<file path="config.mk">
export PLATFORM = sky130hd
export DESIGN_NAME = sram_test_sys
export DESIGN_NICKNAME = d
export VERILOG_FILES = /design/src/logic/sram_test_pkg.sv /design/src/logic/sram_bus_if.sv /design/src/logic/capture_fsm.sv /design/src/logic/sample_counter.sv /design/src/logic/sample_packer.sv /design/src/logic/sram_arbiter.sv /design/src/logic/sram_test_sys.sv
export VERILOG_INCLUDE_DIRS = /design/src /design/src/logic
export SDC_FILE = /design/constraint.sdc
export NUM_CORES = 1
export LEC_CHECK = 0
export ABC_AREA = 1
export BUFFER_PORTS_ARGS = -buffer_cell sky130_fd_sc_hd__clkbuf_2
export CORE_MARGIN = 2
export CORE_UTILIZATION = 44
export DETAILED_ROUTE_END_ITERATION = 10
export GPL_TIMING_DRIVEN = 0
export PLACE_DENSITY = 0.81
export SETUP_SLACK_MARGIN = 0.05
export SYNTH_ARGS = -nofsm -noshare
export SYNTH_HDL_FRONTEND = slang
export SYNTH_SLANG_ARGS = --single-unit
</file>
<file path="constraint.sdc">
create_clock -name clock -period 2.45 [get_ports clock]
set_clock_uncertainty 0.2 [all_clocks]
set_input_delay 0 -clock clock [delete_from_list [all_inputs] [get_ports clock]]
set_output_delay 0 -clock clock [all_outputs]
set_load 0.01 [all_outputs]
</file>
<file path="src/logic/sram_test_macros.svh">
`ifndef SRAM_TEST_MACROS_SVH
`define SRAM_TEST_MACROS_SVH

// SRAM geometry
`define SRAM_ADDR_W 20
`define SRAM_DATA_W 16
`define SRAM_BE_W 2

// ADC sample width, two samples fill one SRAM word
`define ADC_W 8

// capture window
`define CAPTURE_WORDS 64
`define ADC_BASE_ADDR 20'h80000

`endif

</file>
<file path="src/logic/sram_test_pkg.sv">
`include "sram_test_macros.svh"

package sram_test_pkg;

  typedef logic [`SRAM_ADDR_W-1:0] sram_addr_t;
  // active high, one bit per byte lane
  typedef logic [`SRAM_BE_W-1:0] sram_be_t;
  typedef logic [`ADC_W-1:0] adc_sample_t;

  // one SRAM word, seen as host data or as an ADC sample pair
  typedef union packed {
    logic [`SRAM_DATA_W-1:0] word;
    struct packed {
      adc_sample_t hi;
      adc_sample_t lo;
    } pair;
  } sram_word_u;

  typedef enum logic [1:0] {
    st_idle,
    st_capture,
    st_drain,
    st_done
  } capture_state_e;

endpackage

</file>
<file path="src/logic/sram_bus_if.sv">
`timescale 1ns/1ps

// request side of one SRAM bus master
interface sram_bus_if;

  sram_test_pkg::sram_addr_t address;
  sram_test_pkg::sram_be_t   byteenable;
  logic                      write;
  sram_test_pkg::sram_word_u writedata;
  logic                      read;
  logic                      waitrequest;

  modport master (
    output address,
    output byteenable,
    output write,
    output writedata,
    output read,
    input  waitrequest
  );

  modport arbiter (
    input  address,
    input  byteenable,
    input  write,
    input  writedata,
    input  read,
    output waitrequest
  );

endinterface

</file>
<file path="src/logic/capture_fsm.sv">
`timescale 1ns/1ps

module capture_fsm (
  input  logic clock,
  input  logic rst_n,
  input  logic adc_enable,
  input  logic last_sample,
  output logic count_en,
  output logic clear,
  output logic busy,
  output logic adc_busy,
  output logic adc_done,
  output logic adc_pwrdwn
);

  sram_test_pkg::capture_state_e state;
  sram_test_pkg::capture_state_e state_next;

  always_ff @(posedge clock) begin
    if (!rst_n) begin
      state <= sram_test_pkg::st_idle;
    end else begin
      state <= state_next;
    end
  end

  always_comb begin
    state_next = state;
    case (state)
      // enable only counts while idle
      sram_test_pkg::st_idle:    if (adc_enable) state_next = sram_test_pkg::st_capture;
      sram_test_pkg::st_capture: if (last_sample) state_next = sram_test_pkg::st_drain;
      // one cycle for the last packed word to reach the pins
      sram_test_pkg::st_drain:   state_next = sram_test_pkg::st_done;
      default:                   state_next = sram_test_pkg::st_idle;
    endcase
  end

  // restart the sample count as capture begins
  assign clear      = (state == sram_test_pkg::st_idle) && adc_enable;
  assign count_en   = (state == sram_test_pkg::st_capture);
  assign adc_busy   = count_en;
  assign adc_pwrdwn = !count_en;
  assign adc_done   = (state == sram_test_pkg::st_done);

  // bus select, held until the last write has left
  assign busy = (state != sram_test_pkg::st_idle);

endmodule

</file>
<file path="src/logic/sample_counter.sv">
`timescale 1ns/1ps
`include "sram_test_macros.svh"

module sample_counter (
  input  logic                      clock,
  input  logic                      rst_n,
  input  logic                      count_en,
  input  logic                      clear,
  output logic                      last_sample,
  output logic                      odd_sample,
  output sram_test_pkg::sram_addr_t word_addr
);

  localparam int unsigned SAMPLES = 2 * `CAPTURE_WORDS;
  localparam int unsigned CNT_W = $clog2(SAMPLES);

  logic [CNT_W-1:0] count;

  always_ff @(posedge clock) begin
    if (!rst_n || clear) begin
      count <= '0;
    end else if (count_en) begin
      // wraps to zero after the final sample
      count <= count + 1'b1;
    end
  end

  assign last_sample = (count == CNT_W'(SAMPLES - 1));

  // bit 0 picks the byte of the pair
  assign odd_sample = count[0];

  // remaining bits index words inside the capture window
  assign word_addr = `ADC_BASE_ADDR + sram_test_pkg::sram_addr_t'(count[CNT_W-1:1]);

endmodule

</file>
<file path="src/logic/sample_packer.sv">
`timescale 1ns/1ps

module sample_packer (
  input  logic                       clock,
  input  logic                       rst_n,
  input  logic                       count_en,
  input  logic                       odd_sample,
  input  sram_test_pkg::sram_addr_t  word_addr,
  input  sram_test_pkg::adc_sample_t adc_data,
  sram_bus_if.master                 bus
);

  // earlier sample of the current pair
  sram_test_pkg::adc_sample_t lo_sample;

  always_ff @(posedge clock) begin
    if (count_en && !odd_sample) begin
      lo_sample <= adc_data;
    end
  end

  // one write per pair, valid for a single cycle
  always_ff @(posedge clock) begin
    if (!rst_n) begin
      bus.write <= 1'b0;
    end else begin
      bus.write <= count_en && odd_sample;
    end
  end

  always_ff @(posedge clock) begin
    if (count_en && odd_sample) begin
      bus.address <= word_addr;
      bus.writedata.pair.hi <= adc_data;
      bus.writedata.pair.lo <= lo_sample;
    end
  end

  // full word every time
  assign bus.byteenable = '1;

  // capture only writes
  assign bus.read = 1'b0;

endmodule

</file>
<file path="src/logic/sram_arbiter.sv">
`timescale 1ns/1ps

module sram_arbiter (
  input  logic                      clock,
  input  logic                      rst_n,
  input  logic                      busy,
  sram_bus_if.arbiter               cap,
  sram_bus_if.arbiter               host,
  output sram_test_pkg::sram_addr_t sram_addr,
  output sram_test_pkg::sram_word_u sram_dq_out,
  input  sram_test_pkg::sram_word_u sram_dq_in,
  output logic                      sram_dq_oe,
  output logic                      sram_ce_n,
  output logic                      sram_oe_n,
  output logic                      sram_we_n,
  output sram_test_pkg::sram_be_t   sram_be_n,
  output sram_test_pkg::sram_word_u readdata,
  output logic                      readdataready
);

  sram_test_pkg::sram_addr_t sel_address;
  sram_test_pkg::sram_be_t   sel_be;
  sram_test_pkg::sram_word_u sel_wdata;
  logic                      acc_wr;
  logic                      acc_rd;
  logic                      rd_pend;

  // capture owns the bus while busy and is never stalled
  assign cap.waitrequest  = 1'b0;
  assign host.waitrequest = busy;

  always_comb begin
    if (busy) begin
      sel_address = cap.address;
      sel_be      = cap.byteenable;
      sel_wdata   = cap.writedata;
      acc_wr      = cap.write;
      acc_rd      = cap.read && !cap.write;
    end else begin
      sel_address = host.address;
      sel_be      = host.byteenable;
      sel_wdata   = host.writedata;
      acc_wr      = host.write;
      acc_rd      = host.read && !host.write;
    end
  end

  // strobes for the cycle after acceptance
  always_ff @(posedge clock) begin
    if (!rst_n) begin
      sram_ce_n  <= 1'b1;
      sram_oe_n  <= 1'b1;
      sram_we_n  <= 1'b1;
      sram_dq_oe <= 1'b0;
    end else begin
      sram_ce_n  <= !(acc_wr || acc_rd);
      sram_oe_n  <= !acc_rd;
      sram_we_n  <= !acc_wr;
      sram_dq_oe <= acc_wr;
    end
  end

  always_ff @(posedge clock) begin
    if (acc_wr || acc_rd) begin
      sram_addr   <= sel_address;
      sram_dq_out <= sel_wdata;
      sram_be_n   <= ~sel_be;
    end
  end

  // read pipeline
  // stage 1 marks a read on the pins, stage 2 flags captured data
  always_ff @(posedge clock) begin
    if (!rst_n) begin
      rd_pend       <= 1'b0;
      readdataready <= 1'b0;
    end else begin
      rd_pend       <= acc_rd;
      readdataready <= rd_pend;
    end
  end

  always_ff @(posedge clock) begin
    if (rd_pend) begin
      readdata <= sram_dq_in;
    end
  end

endmodule

</file>
<file path="src/logic/sram_test_sys.sv">
`timescale 1ns/1ps

module sram_test_sys (
  input  logic                       clock,
  input  logic                       rst_n,

  // host port
  input  sram_test_pkg::sram_addr_t  host_address,
  input  sram_test_pkg::sram_be_t    host_byteenable,
  input  logic                       host_read,
  input  logic                       host_write,
  input  sram_test_pkg::sram_word_u  host_writedata,
  output sram_test_pkg::sram_word_u  host_readdata,
  output logic                       host_readdataready,
  output logic                       host_waitrequest,

  // ADC
  input  logic                       adc_enable,
  output logic                       adc_done,
  output logic                       adc_busy,
  input  sram_test_pkg::adc_sample_t adc_data,
  output logic                       adc_pwrdwn,

  // SRAM pins, data bus split at the pad
  output sram_test_pkg::sram_addr_t  sram_addr,
  output sram_test_pkg::sram_word_u  sram_dq_out,
  input  sram_test_pkg::sram_word_u  sram_dq_in,
  output logic                       sram_dq_oe,
  output logic                       sram_ce_n,
  output logic                       sram_oe_n,
  output logic                       sram_we_n,
  output sram_test_pkg::sram_be_t    sram_be_n
);

  logic                      count_en;
  logic                      clear;
  logic                      busy;
  logic                      last_sample;
  logic                      odd_sample;
  sram_test_pkg::sram_addr_t word_addr;

  sram_bus_if cap_bus ();
  sram_bus_if host_bus ();

  assign host_bus.address    = host_address;
  assign host_bus.byteenable = host_byteenable;
  assign host_bus.read       = host_read;
  assign host_bus.write      = host_write;
  assign host_bus.writedata  = host_writedata;
  assign host_waitrequest    = host_bus.waitrequest;

  capture_fsm capture_fsm_i (
    .clock       (clock),
    .rst_n       (rst_n),
    .adc_enable  (adc_enable),
    .last_sample (last_sample),
    .count_en    (count_en),
    .clear       (clear),
    .busy        (busy),
    .adc_busy    (adc_busy),
    .adc_done    (adc_done),
    .adc_pwrdwn  (adc_pwrdwn)
  );

  sample_counter sample_counter_i (
    .clock       (clock),
    .rst_n       (rst_n),
    .count_en    (count_en),
    .clear       (clear),
    .last_sample (last_sample),
    .odd_sample  (odd_sample),
    .word_addr   (word_addr)
  );

  sample_packer sample_packer_i (
    .clock      (clock),
    .rst_n      (rst_n),
    .count_en   (count_en),
    .odd_sample (odd_sample),
    .word_addr  (word_addr),
    .adc_data   (adc_data),
    .bus        (cap_bus)
  );

  sram_arbiter sram_arbiter_i (
    .clock         (clock),
    .rst_n         (rst_n),
    .busy          (busy),
    .cap           (cap_bus),
    .host          (host_bus),
    .sram_addr     (sram_addr),
    .sram_dq_out   (sram_dq_out),
    .sram_dq_in    (sram_dq_in),
    .sram_dq_oe    (sram_dq_oe),
    .sram_ce_n     (sram_ce_n),
    .sram_oe_n     (sram_oe_n),
    .sram_we_n     (sram_we_n),
    .sram_be_n     (sram_be_n),
    .readdata      (host_readdata),
    .readdataready (host_readdataready)
  );

endmodule

</file>
# After elaboration in Yosys (flattened, before gate mapping)
# Cells that the tools add are included.
[op_classes] n_addsub=2 eq_ne=6 n_mux=8 bitwise_logic=1 n_reduce_logical=16
[op_table] operator="adder 20 x 6 -> 20 bit (first input constant)" n=1
[op_table] operator="two-way mux 20 bit" n=1
[op_table] operator="two-way mux 16 bit" n=1
[op_table] operator="adder 7 x 1 -> 7 bit (second input constant)" n=1
[op_table] operator="== test 7 bit (second input constant)" n=1
[op_table] operator="zero test 1 bit" n=7
[op_table] operator="two-way mux 2 bit" n=3
[op_table] operator="case mux 2 bit (3 select lines)" n=1
[op_table] operator="== test 2 bit (second input constant)" n=2
[op_table] operator="logical AND 1 bit" n=4
[op_table] operator="== test 2 x 1 -> 1 bit (second input constant)" n=1
[op_table] operator="zero test 2 bit" n=1
[op_table] operator="logical OR 1 bit" n=2
[op_table] operator="two-way mux 1 bit" n=2
[op_table] operator="!= test 2 x 1 -> 1 bit (second input constant)" n=1
[op_table] operator="!= test 2 bit (second input constant)" n=1
[op_table] operator="NOT 2 bit" n=1
[op_table] operator="AND reduction 2 bit" n=1
[op_table] operator="nonzero test 2 bit" n=1
[word_totals] reg_bits=114 inputBits=67 output_inout_bits=63 elab_cells=49

# Logic depth before layout (Yosys ltp)
[logic_depth] ltp_word=5 depth_mapped=9 depth_no_buf=9

# By module
# A second synthesis with hierarchy kept.
[unflattened] hier_cells=352 hier_area_um2=4444.3
[modules_own_cells] mod="sram_arbiter" instances=1 cells_each=200 area_per_inst_um2=2358.5 seq_area_each_um2=1741.7
[modules_own_cells] mod="sample_packer" instances=1 cells_each=56 area_per_inst_um2=1396.3 seq_area_each_um2=1341.3
[modules_own_cells] mod="sample_counter" instances=1 cells_each=66 area_per_inst_um2=480.5 seq_area_each_um2=140.1
[modules_own_cells] mod="capture_fsm" instances=1 cells_each=30 area_per_inst_um2=209.0 seq_area_each_um2=40.0

# Worst setup path before layout
# No wires, ideal clock.
[synth_timing] path_type="register to register" startpoint="register capture_fsm_i.state[0]" endpoint="register sram_arbiter_i.sram_addr[0], enable pin" setup_ps=397 t_arrival_ps=1822 required_ps=1853 setup_slack_ps=32 stages_incl_launch_ff=6 n_path_buf=1 synth_period_minus_slack_ps=2418 cell_sequence="dfxtp_1 > inv_1 > ha_1 > buf_4 > mux2i_1 > nand2_1"
[synth_via] elab_chain_len=3 elab_cells_between_ends=4 cone_classes="mux (2); reduce/logical (2)"
[synth_lines] item="start, declared" line_no="capture_fsm.sv:16" rtl="sram_test_pkg::capture_state_e state;"
[synth_lines] item="start signal, assigned" line_no="capture_fsm.sv:21" rtl="state <= sram_test_pkg::st_idle;"
[synth_lines] item="start signal, assigned" line_no="capture_fsm.sv:23" rtl="state <= state_next;"
[synth_lines] item="nonzero test 2 bit (*)" line_no="capture_fsm.sv:47" rtl="assign busy = (state != sram_test_pkg::st_idle);"
[synth_lines] item="two-way mux 1 bit" line_no="sram_arbiter.sv:33" rtl="if (busy) begin"
[synth_lines] item="logical OR 1 bit (*)" line_no="sram_arbiter.sv:64" rtl="if (acc_wr || acc_rd) begin"
[synth_lines] item="end signal, assigned" line_no="sram_arbiter.sv:65" rtl="sram_addr <= sel_address;"
[synth_lines] item="end, declared" line_no="sram_arbiter.sv:9" rtl="output sram_test_pkg::sram_addr_t sram_addr,"
# Every way passes the cells marked *; elsewhere a longest branch is shown, timed or not.
# A chain may end at the register's enable or synchronous reset.

# Worst setup path after layout
[layout_timing] startpoint="register capture_fsm_i.state[0]" endpoint="register sram_arbiter_i.sram_dq_out[7] in the netlist's numbering, enable pin"
[layout_via] elab_chain_len=3 elab_cells_between_ends=4 cone_classes="mux (2); reduce/logical (2)"
[layout_lines] item="nonzero test 2 bit (*)" line_no="capture_fsm.sv:47"
[layout_lines] item="two-way mux 1 bit" line_no="sram_arbiter.sv:33"
[layout_lines] item="logical OR 1 bit (*)" line_no="sram_arbiter.sv:64"
[layout_lines] item="end signal, assigned" line_no="sram_arbiter.sv:66" rtl="sram_dq_out <= sel_wdata;"
[layout_lines] item="end, declared" line_no="sram_arbiter.sv:10" rtl="output sram_test_pkg::sram_word_u sram_dq_out,"
# Marked as above.

==> impl_results.md <==
- Clk sinks: 100
- Placed cell count: 512
- Avg Cell Area, Syn: 13.0 µm²
- Die Ht: 94.7 µm
- Cell variety after synth: 22
- Logic pwr share: 0.299
- Reg power frac: 0.507
- Crit path time final: 2200 ps
- H-tree depth: 3
- Total CTS buffers: 9
- Die area: 8960 µm²
- Commonest cells after routing, fill and taps aside: 129 x clkbuf_2, 97 x nand2_1, 84 x edfxtp_1, 66 x dlygate4sd3_1, 28 x inv_1
- Via density per instance: 4.67
- Placer Congestion: 0.789
- RSZ-0062 raised after global routing: no
- Post-Route WL: 9.44 mm
- Post-route ant nets: 0
- Clock share of power: 0.194
- Mapped Area: 3620 µm²
- Maximum fanout along the worst path: 39
- IO Pins: 130
- Power Total: 0.00507 W
- Post-Synthesis Cells: 278
- Final HPWL DP: 5.30 mm
- Non-Filler Instances: 595
- Area Overhead vs Synth: 45.0%
- Synth Warn #: 0
- Net Sw Power: 0.00173 W
- Largest net degree at the start of global routing: 40
- Max IR drop VDD: 0.395 mV
- Clock Pin Slew Worst Setup and Hold Paths: 110 ps
- Vias: 2778
- Rel. slew slack: 0.383
- Vias in the first global route: 2893
- Crit Path Class: register to register
- Crit path to: sram_arbiter_i.sram_dq_out[7]$_DFFE_PN_
- Crit path arrival time: 2000 ps
- Post-synthesis sequential area ratio: 0.786
- Root buf cell: clkbuf_8
- Final non-filler cell area: 5250 µm²
- CP Data Required Time: 2250 ps
- Fmax: 455 MHz
- Worst setup path start: capture_fsm_i.state[0]$_SDFFE_PN0P_
- Worst R2R Setup Slack: 250 ps
- Setup crit start kind: register
- Die width: 94.7 µm
- DRT Pass-1 Iters: 4
- Slew @ Worst Pin: 925 ps
- Clock Tree Buf Depth: 2
- GRT Total Usage: 0.208
- Antenna violations before repair: 1
- Port Buf Inserts: 129
- Final hold violation count: 0
- End-of-flow core utilization: 0.648
- Row count: 33
- Layout cells sized above 1: 0.321
- Leak Pwr: 2.36 nW
- Core box area: 8090 µm²
- DR WL/cell: 15.9 µm
- Synth Register Bits: 100
- Outcome: finished clean
- Final worst path period share: 0.897
- Setup violators final: 0
- Final Max Tran Viols: 0
- DRT iter0 DRCs: 199
- Internal power: 0.00333 W
- Sw Ratio: 0.342
- Setup TNS: 0 ps
- HP Class: input port to register
- RR Startpoint: capture_fsm_i.state[0]$_SDFFE_PN0P_
- First-pass GRT wire length: 13.7 mm
- CP endpoint kind: register
- # nets final: 557
- R2R depth: 5
- Post-DP Area: 4400 µm²
- PD cells: 966 nW/µm²
- Commonest non-fill, non-tap cell in the layout: clkbuf_2
- TritonCTS clock tree: done
- Clk_lat worst skew: 360 ps
- Synthesized Nets: 351
- Initial core utilization: 0.447
- Aggregate global routing overflow: 0
- # Max-Cap Violations: 0
- DRC: 0
- R2R Path End: sram_arbiter_i.sram_dq_out[7]$_DFFE_PN_
## sequential cells by signal, indices dropped and copies added, names as in the netlist
signal and cells:
capture_fsm_i.state 2, sample_counter_i.count 7, sample_packer_i.bus.address 6, sample_packer_i.bus.write 1
sample_packer_i.bus.writedata 16, sample_packer_i.lo_sample 8, sram_arbiter_i.rd_pend 1, sram_arbiter_i.readdata 16
sram_arbiter_i.readdataready 1, sram_arbiter_i.sram_addr 20, sram_arbiter_i.sram_be_n 2, sram_arbiter_i.sram_ce_n 1
sram_arbiter_i.sram_dq_oe 1, sram_arbiter_i.sram_dq_out 16, sram_arbiter_i.sram_oe_n 1, sram_arbiter_i.sram_we_n 1
## critical path: stages, from the launching register on
cell and delay, ps:
dfxtp_1 420, inv_1 100, ha_1 250, buf_4 190
mux2i_1 290, nand2_4 360
## metrics by stage
| step | hold slack (ps) | setup WS (ps) |
|---|---|---|
| 6_report | 143 | 253 |
| 5_1_grt | 135 | 112 |
| 4_1_cts | 131 | 251 |
| 3_5_place_dp | -21.1 | 23.7 |
| 3_3_place_gp | -22.4 | 110 |
| 2_1_floorplan | -130 | 384 |
## cell families after synthesis
kind of cell | after synthesis | share of synthesized area
simple gates | 127 | 0.138
flops | 100 | 0.786
buf+inv | 36 | 0.0394
compound gates | 8 | 0.0128
fa+ha+maj | 6 | 0.0208
mux | 1 | 0.00277
## timing repair
item,in CTS,in global routing
resized for setup,1,0
buffers inserted,0,0
endpoints found under the setup margin,38,0
hold endpoints to repair,86,0
hold buffers,66,0
## power by group through the flow
stage	Clock (W)	Combinational, W	Sequential, W
2_1_floorplan	0	0.000610	0.00275
3_3_place_gp	0	0.00132	0.00258
3_5_place_dp	0	0.00137	0.00260
4_1_cts	0.000979	0.00147	0.00256
5_1_grt	0.00105	0.00166	0.00260
6_report	0.000983	0.00152	0.00257
## cell usage after synthesis, drive strengths merged
cell,number,area share
ha,6,0.021
a21oi,6,0.0093
o21ai,1,0.0014
nor3b,1,0.0021
nor3,3,0.0041
o21bai,1,0.0021
or2,2,0.0035
buf,4,0.0062
nand2,99,0.10
dfxtp,16,0.089
nor2,19,0.021
clkbuf,2,0.0021
edfxtp,84,0.70
nand3,3,0.0041
inv,30,0.031
mux2i,1,0.0028
## final cells by class
cell class,count,area (µm²)
sequential,100,2840
antenna,1,2.50
multi-input combinational,142,639
fill,539,2850
buffer,6,30.0
tap,105,131
timing repair buffer,195,1310
inverter,30,113
clock inverter,7,57.6
clock buffer,9,124
## how the worst min path moves through the flow
stage | depth (start not counted) | from | to | slack (ps)
global route | 2 | sram_dq_in[2] | sram_arbiter_i.readdata[2]$_DFFE_PP_ | 130
finish | 2 | sram_dq_in[14] | sram_arbiter_i.readdata[14]$_DFFE_PP_ | 140
CTS | 2 | sram_dq_in[10] | sram_arbiter_i.readdata[10]$_DFFE_PP_ | 130
detailed placement | 1 | sram_dq_in[4] | sram_arbiter_i.readdata[4]$_DFFE_PP_ | -20
floorplan | 1 | rst_n | sram_arbiter_i.sram_ce_n$_SDFF_PN1_ | -130
global placement | 1 | sram_dq_in[4] | sram_arbiter_i.readdata[4]$_DFFE_PP_ | -20
## metal layers
metal / vias up / GRT usage / wire length (µm)
met3: 29 / 0.0415 / 532
li1: 1321 / - / -
met5: - / 0 / 0
met1: 1309 / 0.222 / 3340
met4: 0 / 0.107 / 384
met2: 119 / 0.387 / 5180
Power figures use the tool's default switching activity.
